$ cat config.mk
export PLATFORM = sky130hd
export DESIGN_NAME = dma_ep_top
export DESIGN_NICKNAME = d
export VERILOG_FILES = /design/src/common/dma_pkg.sv /design/src/hw/dma_ep_top.sv /design/src/hw/cpl_path/user_drain.sv /design/src/hw/cpl_path/cpl_buffer.sv /design/src/hw/cpl_path/cpl_receiver.sv /design/src/hw/mrd_path/rd_throttle.sv /design/src/hw/mrd_path/mrd_requester.sv /design/src/hw/dma_ctrl_regs.sv
export VERILOG_INCLUDE_DIRS = /design/src /design/src/common
export SDC_FILE = /design/constraint.sdc
export NUM_CORES = 2
export LEC_CHECK = 0
export ABC_AREA = 1
export BUFFER_PORTS_ARGS = -buffer_cell sky130_fd_sc_hd__buf_2
export CAP_MARGIN = 20
export CORE_MARGIN = 1
export CORE_UTILIZATION = 52
export CTS_CLUSTER_DIAMETER = 120
export CTS_CLUSTER_SIZE = 12
export DETAILED_ROUTE_END_ITERATION = 8
export PLACE_DENSITY_LB_ADDON = 0.25
export SLEW_MARGIN = 20
export SYNTH_ARGS = -nofsm -noshare
export SYNTH_HDL_FRONTEND = slang
export SYNTH_SLANG_ARGS = --single-unit
export TNS_END_PERCENT = 10
$ cat constraint.sdc
create_clock -name clk -period 5.5 [get_ports clk]
set_clock_uncertainty 0.15 [all_clocks]
set_input_delay 0.55 -clock clk [delete_from_list [all_inputs] [get_ports clk]]
set_output_delay 0.55 -clock clk [all_outputs]
set_load 0.05 [all_outputs]
$ cat src/common/dma_defs.svh
//--------------------
// Read DMA endpoint widths, limits
// and register map
//--------------------

`ifndef DMA_DEFS_SVH
`define DMA_DEFS_SVH

// Data path widths
`define DW_W          32
`define ADDR_W        32
`define LEN_W         16
`define TAG_W         5

// Request sizing and read credit
`define REQ_MAX_DW    8    // Largest single read request in words
`define CPL_CREDIT_DW 32   // Outstanding word limit
`define BUF_AW        5    // Completion buffer depth is 2**BUF_AW

// Register map
`define REG_AW        3
`define REG_CTRL      3'd0
`define REG_ADDR      3'd1
`define REG_LEN       3'd2
`define REG_STATUS    3'd3
`define REG_RCVD      3'd4

`endif
$ cat src/common/dma_pkg.sv
//--------------------
// Shared types for the read DMA endpoint
//--------------------

`include "dma_defs.svh"

package dma_pkg;

    // --------------------
    // Vector types
    // --------------------
    typedef logic [`DW_W-1:0]   dw_t;        // One data word
    typedef logic [`ADDR_W-1:0] addr_t;      // Byte address
    typedef logic [`LEN_W-1:0]  len_t;       // Word count
    typedef logic [`TAG_W-1:0]  tag_t;       // Request tag
    typedef logic [`REG_AW-1:0] reg_addr_t;  // Register address

    // --------------------
    // FSM states
    // --------------------
    typedef enum logic [1:0] {
        REQ_IDLE,
        REQ_ISSUE,
        REQ_WAIT_CREDIT
    } req_state_t;

    typedef enum logic [1:0] {
        DRN_IDLE,
        DRN_REQ,
        DRN_WAIT_ACK_LOW
    } drain_state_t;

endpackage

$ cat src/hw/dma_ep_top.sv
//--------------------
// Read DMA endpoint top level
// Register port, read request port, completion port and user drain
//--------------------

`timescale 1ns/1ps
`include "dma_defs.svh"

module dma_ep_top (
    input  logic               clk,
    input  logic               rst_n,
    input  logic               reg_wr_i,
    input  logic               reg_rd_i,
    input  dma_pkg::reg_addr_t reg_addr_i,
    input  dma_pkg::dw_t       reg_wdata_i,
    output dma_pkg::dw_t       reg_rdata_o,
    output logic               mrd_valid_o,
    input  logic               mrd_ready_i,
    output dma_pkg::addr_t     mrd_addr_o,
    output dma_pkg::len_t      mrd_len_o,
    output dma_pkg::tag_t      mrd_tag_o,
    input  logic               cpl_valid_i,
    output logic               cpl_ready_o,
    input  dma_pkg::dw_t       cpl_data_i,
    input  logic               cpl_err_i,
    output logic               usr_req_o,
    input  logic               usr_ack_i,
    output dma_pkg::dw_t       usr_data_o
);
    import dma_pkg::*;

    logic  start;
    addr_t base_addr;
    len_t  xfer_len;
    logic  credit_ok;
    len_t  req_len;
    logic  req_fire;
    logic  cpl_word;
    logic  cpl_err;
    logic  buf_wr;
    dw_t   buf_wdata;
    logic  buf_full;
    logic  buf_pop;
    dw_t   buf_rdata;
    logic  buf_empty;

    // --------------------
    // Control and request side
    // --------------------
    dma_ctrl_regs u_regs (
        .clk         (clk),
        .rst_n       (rst_n),
        .reg_wr_i    (reg_wr_i),
        .reg_rd_i    (reg_rd_i),
        .reg_addr_i  (reg_addr_i),
        .reg_wdata_i (reg_wdata_i),
        .reg_rdata_o (reg_rdata_o),
        .start_o     (start),
        .base_addr_o (base_addr),
        .xfer_len_o  (xfer_len),
        .cpl_word_i  (cpl_word),
        .cpl_err_i   (cpl_err)
    );

    mrd_requester u_req (
        .clk         (clk),
        .rst_n       (rst_n),
        .start_i     (start),
        .base_addr_i (base_addr),
        .xfer_len_i  (xfer_len),
        .credit_ok_i (credit_ok),
        .req_len_o   (req_len),
        .req_fire_o  (req_fire),
        .mrd_valid_o (mrd_valid_o),
        .mrd_ready_i (mrd_ready_i),
        .mrd_addr_o  (mrd_addr_o),
        .mrd_len_o   (mrd_len_o),
        .mrd_tag_o   (mrd_tag_o)
    );

    rd_throttle u_thr (
        .clk         (clk),
        .rst_n       (rst_n),
        .req_len_i   (req_len),
        .req_fire_i  (req_fire),
        .cpl_word_i  (cpl_word),
        .credit_ok_o (credit_ok)
    );

    // --------------------
    // Completion chain
    // --------------------
    cpl_receiver u_rcv (
        .clk         (clk),
        .rst_n       (rst_n),
        .cpl_valid_i (cpl_valid_i),
        .cpl_ready_o (cpl_ready_o),
        .cpl_data_i  (cpl_data_i),
        .cpl_err_i   (cpl_err_i),
        .buf_full_i  (buf_full),
        .buf_wr_o    (buf_wr),
        .buf_wdata_o (buf_wdata),
        .cpl_word_o  (cpl_word),
        .err_o       (cpl_err)
    );

    cpl_buffer #(
        .AW (`BUF_AW)
    ) u_buf (
        .clk     (clk),
        .rst_n   (rst_n),
        .wr_i    (buf_wr),
        .wdata_i (buf_wdata),
        .full_o  (buf_full),
        .rd_i    (buf_pop),
        .rdata_o (buf_rdata),
        .empty_o (buf_empty)
    );

    user_drain u_drain (
        .clk        (clk),
        .rst_n      (rst_n),
        .empty_i    (buf_empty),
        .rdata_i    (buf_rdata),
        .pop_o      (buf_pop),
        .usr_req_o  (usr_req_o),
        .usr_ack_i  (usr_ack_i),
        .usr_data_o (usr_data_o)
    );

endmodule

$ cat src/hw/cpl_path/user_drain.sv
//--------------------
// User drain
// Four-phase req/ack handoff of buffered words
//--------------------

`timescale 1ns/1ps

module user_drain (
    input  logic         clk,
    input  logic         rst_n,
    input  logic         empty_i,
    input  dma_pkg::dw_t rdata_i,
    output logic         pop_o,
    output logic         usr_req_o,
    input  logic         usr_ack_i,
    output dma_pkg::dw_t usr_data_o
);
    import dma_pkg::*;

    drain_state_t state_q;
    dw_t          data_q;

    assign usr_req_o  = (state_q == DRN_REQ);
    assign pop_o      = usr_req_o && usr_ack_i;   // Word taken by user
    assign usr_data_o = data_q;

    always_ff @(posedge clk) begin
        if (!empty_i && (state_q == DRN_IDLE)) begin
            data_q <= rdata_i;                    // Held through the handshake
        end
    end

    always_ff @(posedge clk) begin
        if (!rst_n) begin
            state_q <= DRN_IDLE;
        end else begin
            case (state_q)
                DRN_IDLE: begin
                    if (!empty_i) begin
                        state_q <= DRN_REQ;
                    end
                end
                DRN_REQ: begin
                    if (usr_ack_i) begin
                        state_q <= DRN_WAIT_ACK_LOW;
                    end
                end
                DRN_WAIT_ACK_LOW: begin
                    if (!usr_ack_i) begin
                        state_q <= DRN_IDLE;  // Ready for next word
                    end
                end
                default: state_q <= DRN_IDLE;
            endcase
        end
    end

endmodule

$ cat src/hw/cpl_path/cpl_buffer.sv
//--------------------
// Completion buffer
// Single-clock FIFO with show-ahead read data
//--------------------

`timescale 1ns/1ps
`include "dma_defs.svh"

module cpl_buffer #(
    parameter int AW = `BUF_AW
) (
    input  logic         clk,
    input  logic         rst_n,
    input  logic         wr_i,
    input  dma_pkg::dw_t wdata_i,
    output logic         full_o,
    input  logic         rd_i,
    output dma_pkg::dw_t rdata_o,
    output logic         empty_o
);
    import dma_pkg::*;

    dw_t           mem_q [2**AW];
    logic [AW-1:0] wr_ptr_q;
    logic [AW-1:0] rd_ptr_q;
    logic [AW:0]   cnt_q;
    logic          do_wr;
    logic          do_rd;

    assign full_o  = cnt_q[AW];          // Top bit set only at 2**AW
    assign empty_o = (cnt_q == '0);
    assign do_wr   = wr_i && !full_o;
    assign do_rd   = rd_i && !empty_o;
    assign rdata_o = mem_q[rd_ptr_q];    // Head word

    always_ff @(posedge clk) begin
        if (do_wr) begin
            mem_q[wr_ptr_q] <= wdata_i;
        end
    end

    // Pointers and occupancy
    always_ff @(posedge clk) begin
        if (!rst_n) begin
            wr_ptr_q <= '0;
            rd_ptr_q <= '0;
            cnt_q    <= '0;
        end else begin
            if (do_wr) begin
                wr_ptr_q <= wr_ptr_q + 1'b1;
            end
            if (do_rd) begin
                rd_ptr_q <= rd_ptr_q + 1'b1;
            end
            case ({do_wr, do_rd})
                2'b10:   cnt_q <= cnt_q + 1'b1;
                2'b01:   cnt_q <= cnt_q - 1'b1;
                default: cnt_q <= cnt_q;
            endcase
        end
    end

endmodule

$ cat src/hw/cpl_path/cpl_receiver.sv
//--------------------
// Completion receiver
// Accepts completion words, stores good ones, reports count and errors
//--------------------

`timescale 1ns/1ps

module cpl_receiver (
    input  logic         clk,
    input  logic         rst_n,
    input  logic         cpl_valid_i,
    output logic         cpl_ready_o,
    input  dma_pkg::dw_t cpl_data_i,
    input  logic         cpl_err_i,
    input  logic         buf_full_i,
    output logic         buf_wr_o,
    output dma_pkg::dw_t buf_wdata_o,
    output logic         cpl_word_o,
    output logic         err_o
);

    logic cpl_fire;
    logic word_q;
    logic err_q;

    // --------------------
    // Intake
    // --------------------
    assign cpl_ready_o = !buf_full_i;                 // Stall only on a full buffer
    assign cpl_fire    = cpl_valid_i && cpl_ready_o;

    // Poisoned words are dropped here
    assign buf_wr_o    = cpl_fire && !cpl_err_i;
    assign buf_wdata_o = cpl_data_i;

    // --------------------
    // Per-word pulses
    // --------------------
    always_ff @(posedge clk) begin
        if (!rst_n) begin
            word_q <= 1'b0;
            err_q  <= 1'b0;
        end else begin
            word_q <= cpl_fire;                       // Good or poisoned
            err_q  <= cpl_fire && cpl_err_i;
        end
    end

    assign cpl_word_o = word_q;
    assign err_o      = err_q;

endmodule

$ cat src/hw/mrd_path/rd_throttle.sv
//--------------------
// Read throttle
// Limits outstanding requested words to CPL_CREDIT_DW
//--------------------

`timescale 1ns/1ps
`include "dma_defs.svh"

module rd_throttle (
    input  logic          clk,
    input  logic          rst_n,
    input  dma_pkg::len_t req_len_i,
    input  logic          req_fire_i,
    input  logic          cpl_word_i,
    output logic          credit_ok_o
);
    import dma_pkg::*;

    len_t             outst_q;
    logic [`LEN_W:0]  need;    // One extra bit against overflow

    assign need        = {1'b0, outst_q} + {1'b0, req_len_i};
    assign credit_ok_o = (need <= `CPL_CREDIT_DW);

    // Outstanding word count
    always_ff @(posedge clk) begin
        if (!rst_n) begin
            outst_q <= '0;
        end else begin
            case ({req_fire_i, cpl_word_i})
                2'b10:   outst_q <= outst_q + req_len_i;         // Request sent
                2'b01:   outst_q <= outst_q - 1'b1;              // Word returned
                2'b11:   outst_q <= outst_q + req_len_i - 1'b1;
                default: outst_q <= outst_q;
            endcase
        end
    end

endmodule

$ cat src/hw/mrd_path/mrd_requester.sv
//--------------------
// Memory read requester
// Splits a transfer into read requests of at most REQ_MAX_DW words
//--------------------

`timescale 1ns/1ps
`include "dma_defs.svh"

module mrd_requester (
    input  logic           clk,
    input  logic           rst_n,
    input  logic           start_i,
    input  dma_pkg::addr_t base_addr_i,
    input  dma_pkg::len_t  xfer_len_i,
    input  logic           credit_ok_i,
    output dma_pkg::len_t  req_len_o,
    output logic           req_fire_o,
    output logic           mrd_valid_o,
    input  logic           mrd_ready_i,
    output dma_pkg::addr_t mrd_addr_o,
    output dma_pkg::len_t  mrd_len_o,
    output dma_pkg::tag_t  mrd_tag_o
);
    import dma_pkg::*;

    req_state_t state_q;
    len_t       remain_q;
    addr_t      addr_q;
    tag_t       tag_q;

    // Next request size, held stable through ISSUE
    assign req_len_o = (remain_q > len_t'(`REQ_MAX_DW)) ? len_t'(`REQ_MAX_DW) : remain_q;

    assign mrd_valid_o = (state_q == REQ_ISSUE);
    assign req_fire_o  = mrd_valid_o && mrd_ready_i;
    assign mrd_addr_o  = addr_q;
    assign mrd_len_o   = req_len_o;
    assign mrd_tag_o   = tag_q;

    always_ff @(posedge clk) begin
        if (!rst_n) begin
            state_q  <= REQ_IDLE;
            remain_q <= '0;
            addr_q   <= '0;
            tag_q    <= '0;
        end else begin
            case (state_q)
                REQ_IDLE: begin
                    if (start_i) begin
                        remain_q <= xfer_len_i;
                        addr_q   <= base_addr_i;
                        tag_q    <= '0;
                        if (xfer_len_i != '0) begin
                            state_q <= REQ_WAIT_CREDIT;
                        end
                    end
                end
                REQ_WAIT_CREDIT: begin
                    if (credit_ok_i) begin
                        state_q <= REQ_ISSUE;   // Room for this request
                    end
                end
                REQ_ISSUE: begin
                    if (mrd_ready_i) begin
                        remain_q <= remain_q - req_len_o;
                        addr_q   <= addr_q + addr_t'({req_len_o, 2'b00});
                        tag_q    <= tag_q + 1'b1;   // Wraps at 32
                        state_q  <= (remain_q == req_len_o) ? REQ_IDLE : REQ_WAIT_CREDIT;
                    end
                end
                default: state_q <= REQ_IDLE;
            endcase
        end
    end

endmodule

$ cat src/hw/dma_ctrl_regs.sv
//--------------------
// DMA control and status registers
// Holds base, length and error state, tracks busy and done
//--------------------

`timescale 1ns/1ps
`include "dma_defs.svh"

module dma_ctrl_regs (
    input  logic               clk,
    input  logic               rst_n,
    input  logic               reg_wr_i,
    input  logic               reg_rd_i,
    input  dma_pkg::reg_addr_t reg_addr_i,
    input  dma_pkg::dw_t       reg_wdata_i,
    output dma_pkg::dw_t       reg_rdata_o,
    output logic               start_o,
    output dma_pkg::addr_t     base_addr_o,
    output dma_pkg::len_t      xfer_len_o,
    input  logic               cpl_word_i,
    input  logic               cpl_err_i
);
    import dma_pkg::*;

    addr_t base_q;
    len_t  len_q;
    len_t  rcvd_q;
    logic  busy_q;
    logic  done_q;
    logic  err_q;
    logic  start_q;
    dw_t   rdata_q;
    dw_t   rd_mux;
    logic  ctrl_wr;
    logic  start_req;
    logic  clr_req;

    assign ctrl_wr   = reg_wr_i && (reg_addr_i == `REG_CTRL);
    assign start_req = ctrl_wr && reg_wdata_i[0] && !busy_q;  // Ignored while busy
    assign clr_req   = ctrl_wr && reg_wdata_i[1];

    // --------------------
    // Register writes and progress
    // --------------------
    always_ff @(posedge clk) begin
        if (!rst_n) begin
            base_q  <= '0;
            len_q   <= '0;
            rcvd_q  <= '0;
            busy_q  <= 1'b0;
            done_q  <= 1'b0;
            err_q   <= 1'b0;
            start_q <= 1'b0;
            rdata_q <= '0;
        end else begin
            start_q <= start_req;
            if (reg_wr_i && (reg_addr_i == `REG_ADDR)) begin
                base_q <= reg_wdata_i;
            end
            if (reg_wr_i && (reg_addr_i == `REG_LEN)) begin
                len_q <= reg_wdata_i[`LEN_W-1:0];
            end

            if (clr_req || start_req) begin
                rcvd_q <= '0;               // Fresh count per transfer
            end else if (cpl_word_i) begin
                rcvd_q <= rcvd_q + 1'b1;
            end

            if (start_req) begin
                busy_q <= 1'b1;
                done_q <= 1'b0;
            end else if (busy_q && (rcvd_q == len_q)) begin
                busy_q <= 1'b0;             // All words back
                done_q <= 1'b1;
            end else if (clr_req) begin
                done_q <= 1'b0;
            end

            if (clr_req) begin
                err_q <= 1'b0;
            end else if (cpl_err_i) begin
                err_q <= 1'b1;              // Sticky until cleared
            end

            if (reg_rd_i) begin
                rdata_q <= rd_mux;
            end
        end
    end

    // Read data select
    always_comb begin
        case (reg_addr_i)
            `REG_ADDR:   rd_mux = base_q;
            `REG_LEN:    rd_mux = dw_t'(len_q);
            `REG_STATUS: rd_mux = dw_t'({err_q, done_q, busy_q});
            `REG_RCVD:   rd_mux = dw_t'(rcvd_q);
            default:     rd_mux = '0;       // CTRL reads back zero
        endcase
    end

    assign reg_rdata_o = rdata_q;
    assign start_o     = start_q;
    assign base_addr_o = base_q;
    assign xfer_len_o  = len_q;

endmodule

# == Word level (Yosys, flattened, before mapping) ==
# Memories as Yosys holds them, arrays and structs flattened. A register that Yosys moved wholly into a read port is not among the register bits.
# Cells that the tools add are included.
# totals
mem_bits_rw,1024
latchBits,0
regBits,191
n_memories,1
rom_bits,0
elab_cells,122
# mem_list
memory,words,word_bits,rd,rd_ports_with_merged_regs,write_ports,line_no,rtl
u_buf.mem_q,32,32,1,1,1,cpl_buffer.sv:23,dw_t mem_q [2**AW];
# classes
bitwise_logic,1
shift,0
mux,29
div,0
add_sub_neg,12
n_eq_ne,22
multipliers,0
order_cmp,2
n_reduce_logical,36
# op_table
operator,count
$pmux 32 s4,1
$mux 32,2
$pmux 32 s2,1
$mux 16,3
$pmux 16 s3,1
$add 32x18->32,1
$eq 16x16->1,2
$pmux 16 s2,1
$sub 16x1->16 const B,2
$add 16x16->17,1
$le 17x6->1 const B,1
$add 16x1->16 const B,1
$add 16x16->16,1
$gt 16x4->1 const B,1
$mux 2,8
$reduce_bool 16->1,1
$sub 16x16->16,1
$add 5x1->5 const B,3
$logic_and 1x1->1,15
$ne 2x2->1 const B,6
$pmux 2 s3,2
$pmux 6 s2,1
$eq 2x2->1 const B,5
$mux 5,2
other kinds (20),39

# == Depth between registers and ports, before layout ==
# logic_depth
ltp_word,6
depth_mapped,26
depth_no_buf,25

# == By module ==
# A second synthesis with hierarchy kept.
# unflattened
cells_unflattened,5411
area_unflattened_um2,54930.2
# modules_own_cells
module,area_each_um2,seq_area_each_um2,instances,cells_per_inst
cpl_buffer,42240.5,31169.9,1,3528
mrd_requester,4654.5,1101.1,1,758
dma_ctrl_regs,4289.1,2001.9,1,611
rd_throttle,2373.5,320.3,1,424
user_drain,1064.8,1001.0,1,49
cpl_receiver,307.8,40.0,1,41

# == Least setup slack after synthesis ==
# OpenSTA, ideal clock, no wires.
# synth_timing
kind,register -> register
startpoint,register u_buf.cnt_q[5]
endpoint,memory u_buf.mem_q[31][0] (netlist name) (enable)
path_stages_with_launch,6
period_less_slack_ns,4.132
t_arrival_ns,3.519
required_time_ns,4.886
setup_time_ns,0.464
slack_ns,1.368
n_path_buf,0
path_cell_list,dfxtp_1 > inv_1 > nand2_1 > nor2_1 > clkinv_1 > nor3_1
# synth_between
elab_chain_cells,6
# synth_lines
element,line_no,rtl
from (decl),cpl_buffer.sv:26,logic [AW:0] cnt_q;
from (signal assigned),cpl_buffer.sv:56,2'b10: cnt_q <= cnt_q + 1'b1;
from (signal assigned),cpl_buffer.sv:57,2'b01: cnt_q <= cnt_q - 1'b1;
from (signal assigned),cpl_buffer.sv:58,default: cnt_q <= cnt_q;
$logic_not 1->1 (*),cpl_receiver.sv:29,assign cpl_ready_o = !buf_full_i;
named net cpl_ready_o,dma_ep_top.sv:23,"output logic cpl_ready_o,"
$logic_and 1x1->1,cpl_receiver.sv:30,assign cpl_fire = cpl_valid_i && cpl_ready_o;
$logic_and 1x1->1,cpl_receiver.sv:33,assign buf_wr_o = cpl_fire && !cpl_err_i;
$logic_and 1x1->1 (*),cpl_buffer.sv:32,assign do_wr = wr_i && !full_o;
$mux 1 (*),cpl_buffer.sv:37,if (do_wr) begin
$mux 1 (implied by the code) (*),cpl_buffer.sv:38,mem_q[wr_ptr_q] <= wdata_i;
to (decl),cpl_buffer.sv:23,
# The timed path passes the listed nets; every way through them passes the cells marked *.

# == Final worst setup path ==
# layout_timing
startpoint,register u_req.remain_q[12]
endpoint,register u_thr.outst_q[12]
# layout_between
elab_chain_cells,5
# layout_lines
element,line_no,rtl
from (decl),mrd_requester.sv:27,len_t remain_q;
from (signal assigned),mrd_requester.sv:50,remain_q <= xfer_len_i;
from (signal assigned),mrd_requester.sv:65,remain_q <= remain_q - req_len_o;
$gt 16x4->1,mrd_requester.sv:32,assign req_len_o = (remain_q > len_t'(`REQ_MAX_DW)) ? len_t'(`REQ_MAX_DW) : remain_q;
$mux 16 (*),mrd_requester.sv:32,
$add 16x16->16 (*),"rd_throttle.sv:31, rd_throttle.sv:33",
$sub 16x1->16,rd_throttle.sv:33,2'b11: outst_q <= outst_q + req_len_i - 1'b1;
$pmux 16 s3 (*),rd_throttle.sv:30,"case ({req_fire_i, cpl_word_i})"
to (signal assigned),rd_throttle.sv:31,2'b10: outst_q <= outst_q + req_len_i;
to (signal assigned),rd_throttle.sv:32,2'b01: outst_q <= outst_q - 1'b1;
to (signal assigned),rd_throttle.sv:33,
to (decl),rd_throttle.sv:19,len_t outst_q;
# Mark *: on every way between the ends. The rest lies on a longest branch, timed or not.
# A chain may end at the register's enable or synchronous reset.

==> impl_metrics.csv <==
group,metric,value,unit
run_status,status,"completed",
clock_network,numCtsBuffers,113,
power,ir_worst_vdd,0.000436,V
worst_setup_path,slowest_stage,"fa_1",
synth,synth_flop_cell,"edfxtp_1",
placement,routabilityCongestion,0.943,
clock_network,ctsHtreeMaxLevel,3,
die,rows,115,
clock_network,cts.sink_count,1247,
synth,synth-simple-area-share,12.4,%
worst_setup_path,slowest_delay,0.53,ns
drt,wl_per_cell,24.3,um
drt,drc,0,
cells_and_area,finish.cell_count_without_fillers,6111,
synth,synth_cell_type_count,58,
drt,vias_per_cell,6.11,
die,coreArea,98700,um^2
worst_setup_path,cp.arrival,4.44,ns
clock_network,clk_path_buf_depth,3,
global_routing,grt_max_degree,178,
timing,setup-tns-final,0,ns
global_routing,grtUsageTotal,28.7,%
power,p_per_area,359,nW/um^2
cells_and_area,drive_gt1_share,10.0,%
timing,slew_viol_final,0,
drt,antenna_left,0,
drt,drt_iter0_drc,4909,
synth,synth_seq_cells,1247,
global_routing,grt_pass1_vias,34592,
synth,syn-cell-area,52000,um^2
worst_setup_path,crit_family,"simple AND/OR/NAND/NOR gates",
placement,dp_hpwl,84.6,mm
cells_and_area,nets,4921,
clock_network,post_cts_buffers,0,
cells_and_area,areaGrowthSynthToFinish,11.4,%
drt,drt-total-wl,148,mm
placement,io_buffers,182,
die,dieHeight,318,um
clock_network,hold_buffers,32,
synth,synth_edf_count,1056,
timing,max_slew_margin,24.2,%
worst_setup_path,worstPathCellList,"nor2_1 -> nand2_1 -> nor2_1 -> nand3_1 -> nor2_1 -> inv_2 -> nor2_1 -> ha_1 -> fa_1 -> mux2i_4 -> ha_1 -> inv_1 -> nor2_8 -> nand3_4 -> nor2_8 -> nand4_4 -> nor2_2 -> nor2_1 -> o21ai_1 -> a21oi_1",
worst_setup_path,cp_common_cell,"nor2_1",
drt,via_count,37365,
global_routing,grt_pass1_wl,219,mm
die,ios,195,
clock_network,cts.clk_slew.worst_paths,0.08,ns
worst_setup_path,cp-start-kind,"register",
clock_network,cts-root-buf,"clkbuf_16",
synth,synth_top_family_by_area,"compound AO/OA/AOI/OAI gates",
die,start_util,52.7,%
synth,synth.area.mux_share,0.0433,%
synth,synthArstFlopShare,0,%
power,total_leakage_power,0.0202,uW
worst_setup_path,cp-end-kind,"register",
placement,placed_cells,5936,
clock_network,clock_latency,0.74,ns
drt,dr.pass1.iters,6,
min_path,hold_path.class,"input port to register",
synth,synth_compound_area_share,13.5,%
clock_network,post_cts_resized,0,
cells_and_area,fillers,7970,
timing,rsz0062_at_grt,"no",
timing,fmax,0.247,GHz
timing,hold_viol,0,
synth,syn_area_per_cell,11.2,um^2
synth,ys_seq_area_share,68.3,%
run,max-cap-violations,0,
worst_setup_path,crit_required,5.88,ns
worst_setup_path,criticalPathCategory,"register to register",
die,die_area,101000,um^2
timing,tightest_slew,1.13,ns
timing,period_minus_slack,4.06,ns
clock_network,cts_tree,"built",
synth,synth_fa_ha_area_share,1.22,%
timing,setup_viol,0,
worst_setup_path,path_buf_inv,2,
synth,synth_xor_area_share,0.505,%
synth,synthCells,4639,
timing,post-route-period-util,73.8,%
die,die-width,318,um
global_routing,grt-ovfl-total,0,
synth,ys_warn_count,0,
global_routing,antenna_found_initial,12,
worst_setup_path,path_max_fanout,9,
synthesized netlist by cell type (9+ instances only):
cell / count / area [um^2]
a21oi_1: 142 / 711
a31oi_1: 33 / 206
buf_1: 27 / 101
buf_2: 13 / 65.1
buf_4: 12 / 90.1
clkbuf_1: 230 / 863
dfxtp_1: 191 / 3820
edfxtp_1: 1056 / 31700
ha_1: 46 / 576
inv_1: 226 / 848
inv_2: 12 / 45.0
nand2_1: 525 / 1970
nand2_2: 9 / 56.3
nand3_1: 157 / 786
nand4_1: 60 / 375
nor2_1: 717 / 2690
nor3_1: 16 / 80.1
nor4_1: 11 / 68.8
o211ai_1: 33 / 248
o21ai_0: 724 / 3620
o221ai_1: 111 / 972
o22ai_1: 164 / 1030
or2_2: 13 / 81.3
xnor2_1: 14 / 123
xor2_1: 16 / 140
cell families (layout without fill, tap and decap cells):
kind of cell / after synthesis / in the layout
fa+ha+maj: 49 / 49
mux: 1 / 1
other cells: 2 / 41
xor+xnor: 30 / 30
compound gates: 1241 / 1241
buf+inv: 527 / 673
flops: 1247 / 1247
simple gates: 1542 / 1542
where the power goes:
part           total, uW  switching [uW]  internal, uW
Clock               7020            3340          3690
Sequential         10600             149         10500
Combinational       3120            2330           792
sequential cells by signal, summed over array words and instances, names as in the netlist, 2 cells and up:
register / flops
u_buf.cnt_q: 6
u_buf.mem_q: 1024
u_buf.rd_ptr_q: 5
u_buf.wr_ptr_q: 5
u_drain.state_q: 2
u_drain.usr_data_o: 32
u_regs.base_addr_o: 32
u_regs.rcvd_q: 16
u_regs.reg_rdata_o: 32
u_regs.xfer_len_o: 16
u_req.mrd_addr_o: 32
u_req.mrd_tag_o: 5
u_req.remain_q: 16
u_req.state_q: 2
u_thr.outst_q: 16
worst paths after layout:
| check | startpoint | to | slack [ns] | cells past startpoint |
|---|---|---|---|---|
| worst max-delay path | u_req.remain_q[12]$_SDFFE_PN0P_ | u_thr.outst_q[12]$_SDFFE_PN0P_ | 1.44 | 20 |
| worst max register to register | u_req.remain_q[12]$_SDFFE_PN0P_ | u_thr.outst_q[12]$_SDFFE_PN0P_ | 1.44 | 20 |
| worst min-delay path | reg_wdata_i[2] | u_regs.base_addr_o[2]$_SDFFE_PN0P_ | 0.06 | 3 |
| worst min register to register | u_rcv.err_o$_SDFF_PN0_ | u_regs.err_q$_SDFFE_PP0P_ | 0.29 | 2 |
placed cells by master (no fill, tap or decap), types with 14 or more instances in the layout:
cell type      synthesis  layout
edfxtp_1            1056    1056
inv_1                226     220
ha_1                  46      46
nor2_1               717     687
clkbuf_1             230      18
dlygate4sd3_1          0      32
buf_2                 13     181
o21ai_0              724     724
clkbuf_16              0     113
xnor2_1               14      14
nand2_1              525     525
o22ai_1              164     164
nand4_1               60      60
dfxtp_1              191     188
o211ai_1              33      33
a31oi_1               33      33
buf_4                 12      67
nand3_1              157     157
nor2_4                 2      32
o221ai_1             111     111
inv_2                 12      14
a21oi_1              142     142
xor2_1                16      16
conb_1                 2      37
worst min-delay path, stage by stage:
cell and delay [ns]:
buf_2 0.11, o21ai_0 0.09, a21oi_1 0.11
per-stage QoR:
step                hold WS [ns]  area, um^2  util [%]  setup slack, ns  total power [uW]
floorplan                  0.257       52100         -             1.37             12900
global placement           0.279       54500      55.2             1.50             13900
detailed placement         0.281       54500      55.2             1.53             13900
CTS                      0.00862       57900      58.7             1.50             20800
global route              0.0377       57900      58.7             1.10             21500
finish                    0.0598       57900      58.7             1.44             20800
layout make-up:
| type | count | area (um^2) | area share [%] |
|---|---|---|---|
| Sequential cell | 1247 | 35500 | 61.3 |
| Multi-Input combinational cell | 2900 | 14800 | 25.5 |
| Clock buffer | 131 | 2900 | 5.00 |
| Timing Repair Buffer | 293 | 1980 | 3.42 |
| Tap cell | 1287 | 1610 | 2.78 |
| Inverter | 242 | 923 | 1.59 |
| Clock inverter | 7 | 175 | 0.302 |
| Antenna cell | 4 | 10.0 | 0.0173 |
layer usage:
layer,up-vias,global-route usage (%),wire (um)
met2,1860,45.0,68500
met1,18238,40.7,62000
met4,4,9.68,4930
met5,-,0,25
li1,16971,-,-
met3,292,4.62,12800
(Power assumes the default switching activity.)
